$ cat src/logic/dvc_pkg.sv
`default_nettype none

package dvc_pkg;

    localparam int WORD_W = 16;    // CPU data bus
    localparam int ADDR_W = 23;    // Word address, A23..A1
    localparam int REG_W  = 15;    // Decoded register index

    // FMA (audio) register word addresses
    localparam logic [REG_W-1:0] FMA_CMD    = 15'h1800;
    localparam logic [REG_W-1:0] FMA_IVEC   = 15'h1806;
    localparam logic [REG_W-1:0] FMA_DCLKH  = 15'h1808;
    localparam logic [REG_W-1:0] FMA_DCLKL  = 15'h1809;
    localparam logic [REG_W-1:0] FMA_ISR    = 15'h180D;
    localparam logic [REG_W-1:0] FMA_IER    = 15'h180E;

    // FMV (video) register word addresses
    localparam logic [REG_W-1:0] FMV_IER    = 15'h2030;
    localparam logic [REG_W-1:0] FMV_ISR    = 15'h2031;
    localparam logic [REG_W-1:0] FMV_TCNT   = 15'h2032;
    localparam logic [REG_W-1:0] FMV_TRLD   = 15'h2057;
    localparam logic [REG_W-1:0] FMV_SYSCMD = 15'h2060;
    localparam logic [REG_W-1:0] FMV_IVEC   = 15'h206E;
    localparam logic [REG_W-1:0] FMV_XFER   = 15'h206F;

    localparam int FMA_POLL_BIT = 8;     // Poll flag in FMA ISR/IER
    localparam int FMA_DMA_BIT  = 15;    // DMA start in FMA_CMD
    localparam logic [WORD_W-1:0] FMV_DMA_START = 16'h8000;

    localparam int TIMER_FRAC = 3;       // 8 DCLK ticks per compare step
    localparam int DCLK_W     = 32;

    // FMV interrupt flags, MSB first
    typedef struct packed {
        logic erdv;
        logic erdd;
        logic vcup;
        logic pai;
        logic vsync;    // Vertical sync edge
        logic eii;
        logic esi;
        logic tim;      // Interval timer match
        logic dcl;
        logic ovf;
        logic ndat;
        logic rfb;
        logic eod;
        logic pic;
        logic gop;
        logic seq;
    } fmv_flags_s;

    // Set flag by flag, read and masked as a whole word
    typedef union packed {
        fmv_flags_s               flags;
        logic [WORD_W-1:0]        raw;
    } fmv_isr_u;

endpackage

`default_nettype wire

$ cat src/logic/dvc_bus_decoder.sv
`timescale 1ns/1ps
`default_nettype none

module dvc_bus_decoder #(
    parameter int RAM_EN_WRITES = 64
) (
    input  logic                             clk,
    input  logic                             reset,
    input  logic                             cs,
    input  logic                             uds,
    input  logic                             lds,
    input  logic                             write_strobe,
    input  logic [dvc_pkg::ADDR_W-1:0]       address,
    input  logic [dvc_pkg::WORD_W-1:0]       din,
    output logic                             bus_ack,
    output logic                             reg_rd,
    output logic                             reg_wr,
    output logic                             mpeg_ram_enabled,
    output logic [dvc_pkg::REG_W-1:0]        reg_addr,
    output logic [dvc_pkg::WORD_W-1:0]       wr_data
);

    localparam int CNT_W = $clog2(RAM_EN_WRITES);

    logic             access;
    logic [CNT_W-1:0] wr_cnt;

    assign access = cs && (uds || lds);

    // Second edge of an access completes the cycle
    assign reg_wr   = access && bus_ack && write_strobe;
    assign reg_rd   = access && bus_ack && !write_strobe;
    assign reg_addr = address[dvc_pkg::REG_W-1:0];    // Low word address bits select the register
    assign wr_data  = din;

    always_ff @(posedge clk) begin
        if (reset) begin
            bus_ack <= 1'b0;
        end else begin
            bus_ack <= access ? !bus_ack : 1'b0;    // Toggles for as long as cs is held
        end
    end

    // Hides the MPEG RAM from the OS RAM scan until the driver has set up the chip
    always_ff @(posedge clk) begin
        if (reset) begin
            wr_cnt           <= '0;
            mpeg_ram_enabled <= 1'b0;
        end else if (reg_wr && !mpeg_ram_enabled) begin
            wr_cnt <= wr_cnt + 1'b1;
            if (wr_cnt == CNT_W'(RAM_EN_WRITES - 1))
                mpeg_ram_enabled <= 1'b1;
        end
    end

    // CPU releases the bus once the cycle has completed
    a_bus_released: assert property (@(posedge clk) disable iff (reset)
        (reg_rd || reg_wr) |=> !access);

endmodule

`default_nettype wire

$ cat src/logic/dvc_timebase.sv
`timescale 1ns/1ps
`default_nettype none

module dvc_timebase #(
    parameter int CLK_DIV = 667
) (
    input  logic                             clk,
    input  logic                             reset,
    input  logic                             timer_restart,
    input  logic [15:0]                      tcnt,
    output logic                             dclk_tick,
    output logic                             timer_tick,
    output logic [dvc_pkg::DCLK_W-1:0]       dclk
);

    localparam int DIV_W   = $clog2(CLK_DIV);
    localparam int TIMER_W = 16 + dvc_pkg::TIMER_FRAC;

    logic [DIV_W-1:0]   div_cnt;
    logic [TIMER_W-1:0] timer_cnt;

    assign dclk_tick = (div_cnt == DIV_W'(CLK_DIV - 1));

    // Match on the last fractional step, so a period is (tcnt+1)*8 DCLK ticks
    assign timer_tick = dclk_tick &&
                        (timer_cnt == {tcnt, {dvc_pkg::TIMER_FRAC{1'b1}}});

    // Prescaler and 45 kHz DCLK
    always_ff @(posedge clk) begin
        if (reset) begin
            div_cnt <= '0;
            dclk    <= '0;
        end else if (dclk_tick) begin
            div_cnt <= '0;
            dclk    <= dclk + 1'b1;
        end else begin
            div_cnt <= div_cnt + 1'b1;
        end
    end

    always_ff @(posedge clk) begin
        if (reset || timer_restart) begin
            timer_cnt <= '0;    // TRLD write restarts the interval
        end else if (timer_tick) begin
            timer_cnt <= '0;
        end else if (dclk_tick) begin
            timer_cnt <= timer_cnt + 1'b1;
        end
    end

    // A TCNT lowered below the elapsed count without a restart would wrap
    a_no_missed_match: assert property (@(posedge clk) disable iff (reset)
        dclk_tick && !timer_restart && (timer_cnt == '1) |-> timer_tick);

endmodule

`default_nettype wire

$ cat src/logic/dvc_registers.sv
`timescale 1ns/1ps
`default_nettype none

module dvc_registers (
    input  logic                             clk,
    input  logic                             reset,
    input  logic                             reg_rd,
    input  logic                             reg_wr,
    input  logic                             intack,
    input  logic                             vsync,
    input  logic                             dclk_tick,
    input  logic                             timer_tick,
    input  logic                             dma_done,
    input  logic [dvc_pkg::REG_W-1:0]        reg_addr,
    input  logic [dvc_pkg::WORD_W-1:0]       wr_data,
    input  logic [dvc_pkg::DCLK_W-1:0]       dclk,
    output logic                             intreq,
    output logic                             timer_restart,
    output logic                             dma_start_fma,
    output logic                             dma_start_fmv,
    output logic                             xfer_wr,
    output logic [15:0]                      tcnt,
    output logic [dvc_pkg::WORD_W-1:0]       dout
);

    logic [dvc_pkg::WORD_W-1:0] fma_cmd;
    logic [dvc_pkg::WORD_W-1:0] fma_ier;
    logic [dvc_pkg::WORD_W-1:0] fma_isr;
    logic [dvc_pkg::WORD_W-1:0] fma_ivec;
    logic [dvc_pkg::WORD_W-1:0] fmv_ier;
    dvc_pkg::fmv_isr_u          fmv_isr;
    logic [dvc_pkg::WORD_W-1:0] fmv_ivec;
    logic [15:0]                dclk_lo_latch;
    logic                       vsync_q;
    logic                       vsync_rise;
    logic                       fma_irq;
    logic                       fmv_irq;

    assign vsync_rise = vsync && !vsync_q;

    // Command decode, one-cycle strobes
    assign dma_start_fma = reg_wr && (reg_addr == dvc_pkg::FMA_CMD) &&
                           wr_data[dvc_pkg::FMA_DMA_BIT];
    assign dma_start_fmv = reg_wr && (reg_addr == dvc_pkg::FMV_SYSCMD) &&
                           (wr_data == dvc_pkg::FMV_DMA_START);
    assign timer_restart = reg_wr && (reg_addr == dvc_pkg::FMV_TRLD);
    assign xfer_wr       = reg_wr && (reg_addr == dvc_pkg::FMV_XFER);

    assign fma_irq = |(fma_isr & fma_ier);
    assign fmv_irq = |(fmv_isr.raw & fmv_ier);
    assign intreq  = fma_irq || fmv_irq;

    always_ff @(posedge clk) begin
        if (reset) begin
            fma_cmd     <= '0;
            fma_ier     <= '0;
            fma_isr     <= '0;
            fmv_ier     <= '0;
            fmv_isr.raw <= '0;
            tcnt        <= 16'd55;    // About 10 ms per period
            vsync_q     <= 1'b0;
        end else begin
            vsync_q <= vsync;
            if (dma_done)
                fma_cmd[dvc_pkg::FMA_DMA_BIT] <= 1'b0;
            if (reg_wr) begin
                case (reg_addr)
                    dvc_pkg::FMA_CMD:  fma_cmd <= wr_data;
                    dvc_pkg::FMA_IER:  fma_ier <= wr_data;
                    dvc_pkg::FMV_IER:  fmv_ier <= wr_data;
                    dvc_pkg::FMV_TCNT: tcnt    <= wr_data;
                    default: ;
                endcase
            end
            // Status is cleared by reading it
            if (reg_rd && reg_addr == dvc_pkg::FMA_ISR)
                fma_isr <= '0;
            if (reg_rd && reg_addr == dvc_pkg::FMV_ISR)
                fmv_isr.raw <= '0;
            // New events win over a clearing read in the same cycle
            if (vsync_rise)
                fmv_isr.flags.vsync <= 1'b1;
            if (timer_tick) begin
                fmv_isr.flags.tim              <= 1'b1;
                fma_isr[dvc_pkg::FMA_POLL_BIT] <= 1'b1;
            end
        end
    end

    always_ff @(posedge clk) begin
        if (reg_wr && reg_addr == dvc_pkg::FMA_IVEC)
            fma_ivec <= wr_data;
        if (reg_wr && reg_addr == dvc_pkg::FMV_IVEC)
            fmv_ivec <= wr_data;
        if (reg_rd && reg_addr == dvc_pkg::FMA_DCLKH)
            dclk_lo_latch <= dclk[15:0];    // Keeps the pair coherent
    end

    always_comb begin
        dout = '0;
        case (reg_addr)
            dvc_pkg::FMA_CMD:   dout = fma_cmd;
            dvc_pkg::FMA_IVEC:  dout = fma_ivec;
            dvc_pkg::FMA_DCLKH: dout = dclk[dvc_pkg::DCLK_W-1:dvc_pkg::DCLK_W-16];
            dvc_pkg::FMA_DCLKL: dout = dclk_lo_latch;
            dvc_pkg::FMA_ISR:   dout = fma_isr;
            dvc_pkg::FMA_IER:   dout = fma_ier;
            dvc_pkg::FMV_IER:   dout = fmv_ier;
            dvc_pkg::FMV_ISR:   dout = fmv_isr.raw;
            dvc_pkg::FMV_TCNT:  dout = tcnt;
            dvc_pkg::FMV_IVEC:  dout = fmv_ivec;
            default: ;
        endcase
        // Vector fetch, byte duplicated for either data strobe
        if (intack) begin
            if (fma_irq)
                dout = {fma_ivec[7:0], fma_ivec[7:0]};
            else
                dout = {fmv_ivec[10:3], fmv_ivec[10:3]};
        end
    end

    // Timer only advances on a DCLK step
    a_timer_on_dclk: assert property (@(posedge clk) disable iff (reset)
        timer_tick |-> dclk_tick);

endmodule

`default_nettype wire

$ cat src/logic/dvc_dma_stream.sv
`timescale 1ns/1ps
`default_nettype none

module dvc_dma_stream (
    input  logic                             clk,
    input  logic                             reset,
    input  logic                             dma_start_fma,
    input  logic                             dma_start_fmv,
    input  logic                             xfer_wr,
    input  logic                             ack,
    input  logic                             dtc,
    input  logic                             done_in,
    input  logic [dvc_pkg::WORD_W-1:0]       din,
    output logic                             req,
    output logic                             rdy,
    output logic                             dma_done,
    output logic                             stream_valid,
    output logic                             stream_audio,
    output logic [7:0]                       stream_byte
);

    logic       dma_active;
    logic       dma_audio;      // Routing of the running transfer
    logic       word_valid;
    logic       low_pending;
    logic [7:0] low_byte;

    assign req        = dma_active;
    assign rdy        = dma_active;
    assign dma_done   = done_in && ack;
    assign word_valid = (ack && dtc) || xfer_wr;

    // A start in the same cycle as done takes precedence
    always_ff @(posedge clk) begin
        if (reset) begin
            dma_active <= 1'b0;
            dma_audio  <= 1'b0;
        end else begin
            if (dma_done)
                dma_active <= 1'b0;
            if (dma_start_fma || dma_start_fmv) begin
                dma_active <= 1'b1;
                dma_audio  <= dma_start_fma;
            end
        end
    end

    always_ff @(posedge clk) begin
        if (reset) begin
            stream_valid <= 1'b0;
            low_pending  <= 1'b0;
        end else begin
            stream_valid <= word_valid || low_pending;
            low_pending  <= word_valid;
        end
    end

    // High byte goes out first, low byte the cycle after
    always_ff @(posedge clk) begin
        if (word_valid) begin
            stream_byte  <= din[15:8];
            low_byte     <= din[7:0];
            stream_audio <= dma_audio;
        end else if (low_pending) begin
            stream_byte <= low_byte;
        end
    end

    a_word_spacing: assert property (@(posedge clk) disable iff (reset)
        word_valid |-> !low_pending);

endmodule

`default_nettype wire

$ cat src/logic/dvc_top.sv
`timescale 1ns/1ps
`default_nettype none

module dvc_top #(
    parameter int CLK_DIV       = 667,
    parameter int RAM_EN_WRITES = 64
) (
    input  logic                             clk,
    input  logic                             reset,
    input  logic                             cs,
    input  logic                             uds,
    input  logic                             lds,
    input  logic                             write_strobe,
    input  logic                             intack,
    input  logic                             ack,
    input  logic                             dtc,
    input  logic                             done_in,
    input  logic                             vsync,
    input  logic [dvc_pkg::ADDR_W-1:0]       address,
    input  logic [dvc_pkg::WORD_W-1:0]       din,
    output logic [dvc_pkg::WORD_W-1:0]       dout,
    output logic                             bus_ack,
    output logic                             intreq,
    output logic                             req,
    output logic                             rdy,
    output logic                             stream_valid,
    output logic                             stream_audio,
    output logic [7:0]                       stream_byte,
    output logic                             mpeg_ram_enabled
);

    logic                       reg_rd;
    logic                       reg_wr;
    logic [dvc_pkg::REG_W-1:0]  reg_addr;
    logic [dvc_pkg::WORD_W-1:0] wr_data;
    logic                       dclk_tick;
    logic                       timer_tick;
    logic                       timer_restart;
    logic [15:0]                tcnt;
    logic [dvc_pkg::DCLK_W-1:0] dclk;
    logic                       dma_start_fma;
    logic                       dma_start_fmv;
    logic                       xfer_wr;
    logic                       dma_done;

    dvc_bus_decoder #(.RAM_EN_WRITES(RAM_EN_WRITES)) u_bus (
        .clk, .reset, .cs, .uds, .lds, .write_strobe, .address, .din,
        .bus_ack, .reg_rd, .reg_wr, .mpeg_ram_enabled, .reg_addr, .wr_data
    );

    dvc_registers u_regs (
        .clk, .reset, .reg_rd, .reg_wr, .intack, .vsync, .dclk_tick, .timer_tick,
        .dma_done, .reg_addr, .wr_data, .dclk, .intreq, .timer_restart,
        .dma_start_fma, .dma_start_fmv, .xfer_wr, .tcnt, .dout
    );

    dvc_timebase #(.CLK_DIV(CLK_DIV)) u_time (
        .clk, .reset, .timer_restart, .tcnt, .dclk_tick, .timer_tick, .dclk
    );

    dvc_dma_stream u_dma (
        .clk, .reset, .dma_start_fma, .dma_start_fmv, .xfer_wr, .ack, .dtc, .done_in,
        .din, .req, .rdy, .dma_done, .stream_valid, .stream_audio, .stream_byte
    );

endmodule

`default_nettype wire

$ cat config.mk
export PLATFORM = sky130hd
export DESIGN_NAME = dvc_top
export DESIGN_NICKNAME = d
export VERILOG_FILES = /design/src/logic/dvc_pkg.sv /design/src/logic/dvc_bus_decoder.sv /design/src/logic/dvc_timebase.sv /design/src/logic/dvc_registers.sv /design/src/logic/dvc_dma_stream.sv /design/src/logic/dvc_top.sv
export SDC_FILE = /design/constraint.sdc
export NUM_CORES = 1
export LEC_CHECK = 0
export BUFFER_PORTS_ARGS = -buffer_cell sky130_fd_sc_hd__buf_2
export CAP_MARGIN = 20
export CORE_ASPECT_RATIO = 0.8
export CORE_MARGIN = 5
export CORE_UTILIZATION = 50
export DETAILED_ROUTE_END_ITERATION = 16
export PLACE_DENSITY = 0.69
export SLEW_MARGIN = 0
export SYNTH_ARGS = -nofsm -noshare
export SYNTH_HDL_FRONTEND = slang
export SYNTH_HIERARCHICAL = 1
export SYNTH_SLANG_ARGS = --single-unit
$ cat constraint.sdc
create_clock -name clk -period 4.98 [get_ports clk]
set_clock_uncertainty 0.1 [all_clocks]
set_input_delay 0.249 -clock clk [delete_from_list [all_inputs] [get_ports clk]]
set_output_delay 0.249 -clock clk [all_outputs]
set_load 0.02 [all_outputs]
# After elaboration in Yosys (flattened, before gate mapping)
# Cells that the tools add are included.
# totals
output_inout_bits	31
elab_cells	109
in_bits	50
register_bits	206
# classes
n_addsub	4
bitwise	3
reduce_logical	45
eq_ne	17
muxes	15
# ops
op	n
one-hot mux 16 bit (10 select lines)	1
== test 15 x 14 -> 1 bit, second input constant	7
== test 15 x 13 -> 1 bit, second input constant	6
2-to-1 mux 16 bit	4
adder 32 x 1 -> 32 bit, second input constant	1
OR reduction 16 bit	2
logical AND 1 bit	20
adder 19 x 1 -> 19 bit, second input constant	1
== test 19 bit	1
bitwise AND 12 x 16 -> 16 bit	1
bitwise AND 9 x 16 -> 16 bit	1
== test 16 bit, second input constant	1
2-to-1 mux 8 bit	2
2-to-1 mux 12 bit	1
adder 10 x 1 -> 10 bit, second input constant	1
== test 10 bit, second input constant	1
AND reduction 2 bit	5
nonzero test 2 bit	5
2-to-1 mux 9 bit	1
adder 6 x 1 -> 6 bit, second input constant	1
== test 6 bit, second input constant	1
logical OR 1 bit	6
2-to-1 mux 1 bit	6
OR reduction 2 bit	3
2 further kinds	5

# Longest topological paths before layout
# Gate-level depths: netlist (run 1).
# logic_depth
depth_word	8
depth_mapped	10
depth_no_buf	8

# Modules after synthesis
# Netlist (run 1), hierarchy kept.
# modules_own_cells
mod	n_inst	area_per_inst_um2	cells_each	seq_area_each_um2
dvc_registers	1	5331.4	531	2802.7
dvc_timebase	1	2942.8	348	1221.2
dvc_dma_stream	1	792.0	44	590.6
dvc_bus_decoder	1	636.9	77	160.2

# Worst setup path after synthesis (run 1)
# No wires, ideal clock.
# synth_path
kind	input -> register
start	input address[9] (netlist bit)
end	register u_regs/fmv_ivec[0] (netlist bit) (enable)
stages	7
required_ns	4.492
arrival_ns	2.563
slack_ns	1.928
n_path_buf	3
setup_time_ns	0.388
path_cell_list	buf_4 -> or4_4 -> buf_6 -> buf_12 -> or3_4 -> or2_2 -> nor2_1
# synth_via
elab_chain_len	2
# synth_rtl
item	line	source
from (decl)	dvc_top.sv:19	input logic [dvc_pkg::ADDR_W-1:0] address,
== test 15 x 14 -> 1 bit	dvc_registers.sv:93	if (reg_wr && reg_addr == dvc_pkg::FMV_IVEC)
logical AND 1 bit	dvc_registers.sv:93	
to (signal assigned)	dvc_registers.sv:94	fmv_ivec <= wr_data;
to (decl)	dvc_registers.sv:32	logic [dvc_pkg::WORD_W-1:0] fmv_ivec;
# No other way between the ends.
# A chain may end at the register's enable or synchronous reset.

# Final worst setup path (run 1)
# layout_path
start	input address[0] (netlist bit)
end	output dout[2] (netlist bit)
# layout_via
elab_chain_len	3
elab_cells_between_ends	12
cone_classes	10 x eq/ne; 2 x mux
# layout_rtl
item	line	source
== test 15 x 14 -> 1 bit / == test 15 x 13 -> 1 bit (equally long branches)	dvc_registers.sv:101	case (reg_addr)
one-hot mux 16 bit (10 select lines) (*)	dvc_registers.sv:101	
2-to-1 mux 16 bit (*)	dvc_registers.sv:115	if (intack) begin
to (decl)	dvc_top.sv:21	output logic [dvc_pkg::WORD_W-1:0] dout,
# Mark *: on every way between the ends. The rest lies on a longest branch, timed or not.

==> results summary, run 1 <==
The run finished with clean final reports. The post-synthesis cell area came out at 0.00970 mm2. STA classifies the critical path endpoint as an output pin. The setup violation total in the final timing report is 0. The level count of the clock H-tree is 1. The gate count after technology mapping came out at 1000. The number of synthesized flops with an enable pin is 65.

The worst IR drop on VDD came out at 0.267 mV. The number of clock buffers inserted by TritonCTS came out at 22. In the synthesized netlist the async set-or-reset flop fraction comes to 0. The type of the worst setup path is input pin to output pin. After detailed routing, the number of vias per cell comes to 5.93. The worst pin sits at a relative slew slack of 0.238. Traced cell by cell, the critical path runs through buf_2 -> or4_1 -> nor4_4 -> a22oi_1 -> and4_1 -> o21ai_1 -> buf_2.

The pin count of the biggest net entering global routing came out at 66. Along the worst path, the maximum fanout reaches 15. The number of nets in the synthesized netlist is 1055. The total internal power came out at 2740 uW.

The net switching power came out at 755 uW. The final number of hold-violating endpoints is 0. The post-route core utilization came out at 0.568. The slew of the pin with the lowest slew margin is 1130 ps. The met1 global-route usage came out at 0.339. The required arrival time at the worst endpoint came out at 4630 ps. The final number of max-transition violations is 0. The met2 track utilization from global routing came out at 0.348. Together, buffers and inverters on the worst path number 2. In this run the most used layer during global routing was met2. The insertion delay of the later-clocked pin in the worst-skew pair came out at 500 ps. The area of the core region came out at 0.0190 mm2. The number of ports placed on the die boundary is 81. The number of buffers on the longest clock path is 3. The fraction of power consumed by combinational cells came out at 0.043. TritonCTS built the clock tree.

The sequential-to-total area share from yosys stat came out at 0.492. Summing all multi-input logic gate instances after layout gives 0.00435 mm2. The cell family contributing the most delay on the critical path is simple AND/OR/NAND/NOR gates. The timing-limited maximum frequency is 286 MHz.

The estimated wirelength of the detail-placed design came out at 18400 um. The floorplan has 45 rows. The first global-routing pass estimated 41800 um of wire. The worst setup path is launched from an input pin. The number of clock sinks seen by CTS came out at 206.

The critical path's largest stage delay came out at 930 ps. Before antenna repair, the detailed router went through 6 iterations. The synthesis-to-layout area growth came out at 11.5%. The critical path arrival came out at 3150 ps. The share of total power dissipated in sequential elements is 0.502.

The start point of the worst min-delay path is din[4]. The prevailing post-synth register cell is dfxtp_1. By area the synthesized netlist is led by dfxtp_1 (29%), edfxtp_1 (20%), nand2_1 (5.0%). For this run, the number of Yosys warnings is 6. The initial core utilization is 0.510. The start point of the critical path is address[0].

The total global-route track usage is 0.236. The die covers 0.0223 mm2. Adding up every negative setup slack in the final design gives 0 ps.

The share of layout cells above drive strength 1 came out at 0.151. The routability congestion estimate from global placement is 0.875. The total of fill cells in the finished design came out at 1703. After synthesis the netlist holds a flip-flop and latch count of 206.

The routed wirelength normalized by instance count came out at 20.5 um. The total number of nets in the final design came out at 1087. The number of remaining DRC errors is 0. Wires add up to 26800 um. Input and output buffers added on the ports amount to 72.

The die boundary width came out at 166 um. The class of the tightest hold or removal check is input pin to flop. The leakage power total came out at 0.00358 uW.

The biggest area contributor in the post-synthesis netlist is dfxtp_1. The net switching share of the total power came out at 0.216. Registers take 0.00477 mm2. The remaining antenna violation count came out at 0.

The total overflow left after global routing is 0. Across the run, the number of max-cap violations was 0. The share of the synthesized area in the top cell type is 0.291. On the critical path, the stage with the largest delay is an instance of nor4_4.

By instance count, the cell type seen most on the critical path is buf_2. The time the final worst path needs with I/O delays and setup came out at 3500 ps. The count of routing violations after the opening detailed-route iteration came out at 895. The average cell area after synthesis came out at 9.70 um2.

Setup repair after global routing left no endpoint under its margin. Dividing the final minimum period by the clock period gives 0.703. The number of setup buffers added after CTS is 0. The antenna diode count is 0.

The share of total power dissipated in the clock network is 0.455. The startpoint of the worst register-to-register path is u_bus/bus_ack$_SDFF_PP0_. The initial antenna violation count is 0. The vertical die dimension is 135 um. The root buffer cell chosen for the clock tree is clkbuf_16. Clock-pin slew was measured on the worst setup and hold paths at 60 ps.

The number of different library cells in the post-synthesis netlist came out at 68. The global routing usage on met3 came out at 0.0740. The number of vias in the routed layout came out at 7740. The number of global-route vias before repair is 7340. The power density of the placed cells is 323 mW/mm2.
## repair_timing
action | in CTS | in global routing
hold endpoints to repair | 42 | 0
resized for setup | 0 | 0
hold buffers | 14 | 0
## sequential cells by signal, summed over array words and instances, names as in the netlist, 8 cells and up
name / count
u_dma/low_byte: 8
u_time/dclk: 32
u_regs/fmv_ivec: 16
u_regs/tcnt: 16
u_regs/fma_ier: 16
u_regs/dclk_lo_latch: 16
u_regs/fma_cmd: 16
u_regs/fmv_ier: 16
u_time/div_cnt: 10
u_time/timer_cnt: 19
u_dma/stream_byte: 8
u_regs/fma_ivec: 16
## cells in the mapped netlist (16+ instances only)
cell type,n
a21oi_1,64
a22oi_1,61
and4_1,24
buf_4,33
clkbuf_1,35
dfxtp_1,141
edfxtp_1,65
inv_1,18
mux2i_1,16
nand2_1,130
nand3_1,24
nand4_1,19
nor2_1,89
nor3_1,21
nor4_1,22
o21ai_0,18
xnor2_1,37
xor2_1,27
## worst reg2reg max path: cells and delay by family (launching register included)
kind	cells	cell delay, ps
compound gates	1	430
simple gates	3	1530
flops	1	380
buf+inv	1	80
## area by class of cell
cell class,instances,share of cell area
clock buffer,37,0.0637
clock inverter,3,0.00174
inverter,18,0.00625
multi-input combinational,688,0.402
sequential,206,0.441
tap,258,0.0298
timing repair buffer,96,0.0553
## layout by cell type, fill, tap and decap left out, drive strengths merged, types with 20 or more instances in the layout
cell type / instances
nand2: 130
dfxtp: 141
nor2: 89
nor4: 30
xnor2: 37
o21ai: 24
nand3: 24
clkbuf: 37
a22oi: 61
and4: 24
buf: 82
nand4: 20
nor3: 22
a21oi: 65
xor2: 27
edfxtp: 65
## cell families (layout without fill, tap and decap cells)
group                    count (synthesis)  in the layout  synth area share
AO/OA/AOI/OAI                          175            175             0.116
XOR/XNOR                                64             64            0.0578
adder cells (fa/ha/maj)                  5              5           0.00645
buffers and inverters                  106            154            0.0616
flip-flops                             206            206             0.492
multiplexers                            33             33            0.0386
AND/OR/NAND/NOR                        411            411             0.228
## power groups by stage
stage               registers (uW)  logic, uW  clock network [uW]
floorplan                     1800       93.1                   0
global placement              1790        140                   0
detailed placement            1790        142                   0
CTS                           1750        150                1610
global route                  1750        163                1690
finish                        1750        152                1590
## per-layer routing
| metal | part of all wire | routed length, um |
|---|---|---|
| met1 | 0.44 | 11900 |
| met2 | 0.42 | 11200 |
| met3 | 0.12 | 3090 |
| met4 | 0.022 | 577 |
| met5 | 0 | 0 |
## worst paths after layout
check / end / slack (ps) / depth (start not counted)
setup reg to reg: u_regs/fmv_ivec[9]$_DFFE_PP_ / 2070 / 5
hold / removal: u_regs/fma_cmd[4]$_SDFFE_PP0P_ / 40 / 3
setup / recovery: dout[2] / 1480 / 7
hold reg to reg: u_regs/fma_cmd[9]$_SDFFE_PP0P_ / 350 / 2
## through the flow
step / instance area, um2 / total power (uW) / instances / worst slack [ps] / hold WS, ps
final: 10800 / 3490 / 1306 / 1480 / 35.6
after global routing: 10800 / 3600 / 1306 / 1380 / 20.9
after CTS: 10800 / 3510 / 1306 / 1600 / 5.26
after floorplan: 9700 / 1890 / 1000 / 1930 / 218
after global placement: 9940 / 1930 / 1251 / 1590 / 330
after detailed placement: 9970 / 1930 / 1252 / 1590 / 336
No activity file was read; power rests on OpenSTA's default activity.
==> inputs of run 2 (changes only) <==
ABC_AREA = 1   (was default)
PLACE_DENSITY = 0.71   (was 0.69)
clock period = 3.2 ns   (was 4.98 ns; I/O delays follow)
==> run 2 against run 1 <==
Sequential share of layout area decreased by 4.6 points; combinational power up 74%; hold slack worse by 15 ps; largest cell class is now multi-input combinational cells; core utilization fell by 0.84 points; via count is 25% higher; final cell count grew 38%; sequential cell count stayed put; routed wire length is 5.7% higher.
==> results summary, run 2 <==
Setup repair after global routing left no endpoint under its margin. The largest register by flop count is u_time/dclk. Leaving out fill and tap cells, the most frequent cells in the layout are nand2_1 (287), nor2_1 (236), inv_1 (164), nand3_1 (155), dfxtp_1 (141).

The routability congestion estimate from global placement came out at 0.888 (+1.4%). The share of layout cells above drive strength 1 was 0.125 (-0.0258). The antenna diode count came out at 0 (unchanged).

The required arrival time at the worst endpoint came to 3260 ps (-1370 ps). The count of routing violations after the opening detailed-route iteration is 1008 (+13%). The class of the tightest hold or removal check is input pin to flop. The slowest stage of the critical path belongs to the cell nor4_1.

The final setup TNS was 0 ps (unchanged). TritonCTS built the clock tree. The synthesis-stage register bit count was 206 (unchanged). The number of flip-flops in the largest register was 32 (unchanged). The number of clock sinks seen by CTS came to 206 (unchanged). The run finished with clean final reports. The vertical die dimension is 142 um (+5.7%). The buffer type at the clock tree root is clkbuf_16. The final number of hold-violating endpoints came out at 0 (unchanged). The most frequent cell after synthesis is nand2_1.

The number of clock buffers inserted by TritonCTS came out at 22 (unchanged). The remaining antenna violation count is 0 (unchanged). The gate count after technology mapping is 1460 (+46%). The slew of the pin with the lowest slew margin came out at 874 ps (-260 ps). The sequential-to-total area share from yosys stat came to 0.437 (-0.0552). The insertion delay of the later-clocked pin in the worst-skew pair came out at 500 ps (about the same).

The synthesis-to-layout area growth is 10.5%. The worst slew slack as a fraction of its limit was 0.417 (+0.179). The worst slack at placement is 694 ps (-894 ps).

The number of search-and-repair iterations in the first detailed-routing pass came out at 6 (unchanged). The average cell area after synthesis came to 7.49 um2 (-23%). The number of buffers on the longest clock path is 3 (unchanged). The most used flip-flop cell after synthesis is dfxtp_1. The total of fill cells in the finished design is 2009 (+18%). The leakage power total is 0.00486 uW (+36%). The critical path goes through nand4_1 -> inv_1 -> nand2_1 -> nor4_1 -> inv_2 -> nand2_2. The number of vias in the routed layout is 9689 (+25%). Yosys attributes the largest share of cell area to dfxtp_1 (26%), edfxtp_1 (18%), nand2_1 (9.9%). The via density per instance came to 5.39 (-9.0%). The initial core utilization was 0.507 (-0.00296). The number of post-CTS setup repair buffers is 0 (unchanged).

The post-synthesis cell area came out at 0.0109 mm2 (+13%). The initial antenna violation count came out at 0 (unchanged). The die boundary width is 175 um (+5.8%). In the synthesized netlist, the cells that appear most often are nand2_1 (287), nor2_1 (236), inv_1 (164). The critical path arrival is 2660 ps (-490 ps). The first-pass GRT wire length came out at 45300 um (+8.3%).

The power density of the placed cells came to 457 mW/mm2 (+42%). Subtracting the final worst setup slack from the clock period gives 2600 ps. The library cell occupying the most area in the post-synthesis netlist is dfxtp_1.

The library cell used most frequently in the layout, excluding fill and tap cells, is nand2_1. The routed wirelength normalized by instance count came out at 15.8 um (-23%). The number of synthesized flops with an enable pin came out at 65 (unchanged). The number of remaining DRC errors was 0 (unchanged).

The number of max-cap violations came to 0 (unchanged). The count of non-filler cells in the finished layout was 1796 (+38%). The total number of nets in the final design is 1560 (+44%).

The number of global-route vias before repair is 8747 (+19%). The worst setup path is of the flop to flop kind. The worst IR drop on VDD came out at 0.289 mV (+8.2%).

The final number of max-transition violations was 0 (unchanged). The area of the die is 0.0249 mm2 (+12%). The number of synthesis warnings came out at 6 (unchanged). The level count of the clock H-tree is 1 (unchanged).

The worst path setup slack after routing was 603 ps (-874 ps). The setup violation total in the final timing report is 0 (unchanged). The share of the clock period used by the worst path after layout is 0.811. The worst setup path is launched from a flop. The critical path's largest stage delay is 440 ps (-490 ps). The timing-limited maximum frequency is 385 MHz.

The register area was 0.00477 mm2 (unchanged). The critical-path maximum fanout is 17 (+2). The final global-route overflow total is 0 (unchanged). The number of different library cells in the post-synthesis netlist is 47 (-31%). The total global-route track usage came out at 0.223 (-0.0132). The estimated wirelength of the detail-placed design came out at 20200 um (+9.3%).

The multi-input gate area in the final layout came out at 0.00492 mm2 (+13%). The clock slew seen by the registers of the worst setup and hold paths came out at 60 ps (about the same). Broken down by cell family, the worst path's largest delay share belongs to simple AND/OR/NAND/NOR gates.

The area of the core region is 0.0216 mm2 (+13%). The number of buffer and inverter instances along the worst setup path is 2 (unchanged). The standard-cell row count is 48 (+6.7%). The net count after synthesis is 1515 (+44%). The share of the synthesized area in the top cell type came out at 0.258 (-0.0326). The pin count of the biggest net entering global routing is 41 (-38%).

The number of ports placed on the die boundary is 81 (unchanged). The port buffer count is 72 (unchanged). The worst setup slack for register-to-register paths came to 600 ps (-1470 ps).

The detailed-route wire length is 28300 um (+5.7%). The cell count after placement is 1733 (+38%). The proportion of synthesized flip-flops having asynchronous set or reset is 0 (unchanged). STA classifies the critical path endpoint as a flop. In the final layout, the registers with the most flip-flops are u_time/dclk: 32 flops, u_time/timer_cnt: 19 flops.
## run 2: cell types whose count changed after synthesis, sizes merged, moves of 14 or more
cell    before  now
o21ai       24   62
buf         53   73
nor4        30    6
clkbuf      35    9
nand2      130  300
inv         18  176
nor2        89  269
o21a         1   15
and4        24    0
xnor2       37   11
mux2        17    0
mux2i       16    0
nand3       24  160
a22oi       61    0
## run 2: final timing paths
| path | end | startpoint | cells past startpoint |
|---|---|---|---|
| setup / recovery | u_dma/low_byte[1]$_DFFE_PP_ | u_bus/bus_ack$_SDFF_PP0_ | 6 |
| hold / removal | u_dma/low_pending$_SDFF_PP0_ | dtc | 3 |
| setup reg to reg | u_dma/low_byte[1]$_DFFE_PP_ | u_bus/bus_ack$_SDFF_PP0_ | 6 |
| hold reg to reg | u_regs/fma_cmd[13]$_SDFFE_PP0P_ | u_regs/fma_cmd[13]$_SDFFE_PP0P_ | 2 |
## run 2: area by class of cell
cell class	instances	share of cell area
clock buffers	32	0.0513
clock inverters	8	0.00736
inverters	177	0.0550
multi-input cells	995	0.407
flip-flops and latches	206	0.395
well taps	275	0.0285
repair buffers	103	0.0549
## run 2: metal layers
layer / global-route usage / share of wire / up-vias
met3: 0.0478 / 0.096 / 43
met2: 0.333 / 0.42 / 405
met1: 0.327 / 0.46 / 4452
li1: - / - / 4789
met5: 0 / 0 / -
met4: 0.0591 / 0.024 / 0
## run 2: logic make-up after synthesis
| logic type | after synthesis | synth area share |
|---|---|---|
| buf+inv | 259 | 0.115 |
| xor+xnor | 27 | 0.0216 |
| fa+ha+maj | 5 | 0.00572 |
| flops | 206 | 0.437 |
| compound gates | 170 | 0.0912 |
| simple gates | 793 | 0.330 |
## run 2: worst reg2reg max path, stage by stage, from the launching register on
cell and delay, ps:
dfxtp_1 400, nand4_1 280, inv_1 310, nand2_1 140, nor4_1 440, inv_2 240, nand2_2 360
## run 2: power breakdown
part	switching, uW	leakage (uW)	internal (uW)
Combinational	181	0.00275	83.8
Sequential	9.89	0.00176	2720
Clock	1020	0.000349	1500
Total	1210	0.00486	4300
## run 2: metrics by stage
| step | hold slack [ps] | area [um2] | utilization | total power [uW] |
|---|---|---|---|---|
| 2_1_floorplan | 129 | 10900 | - | 2950 |
| 6_report | 20.6 | 12100 | 0.560 | 5520 |
| 3_5_place_dp | 291 | 11100 | 0.516 | 3020 |
| 5_1_grt | 44.9 | 12100 | 0.560 | 5700 |
| 4_1_cts | 3.51 | 12100 | 0.560 | 5560 |
| 3_3_place_gp | 282 | 11100 | 0.516 | 3020 |
## run 2: timing repair
item	in CTS	in global routing
endpoints found under the hold margin	107	0
setup endpoints to repair	0	0
hold buffers	23	0
resized for setup	0	0
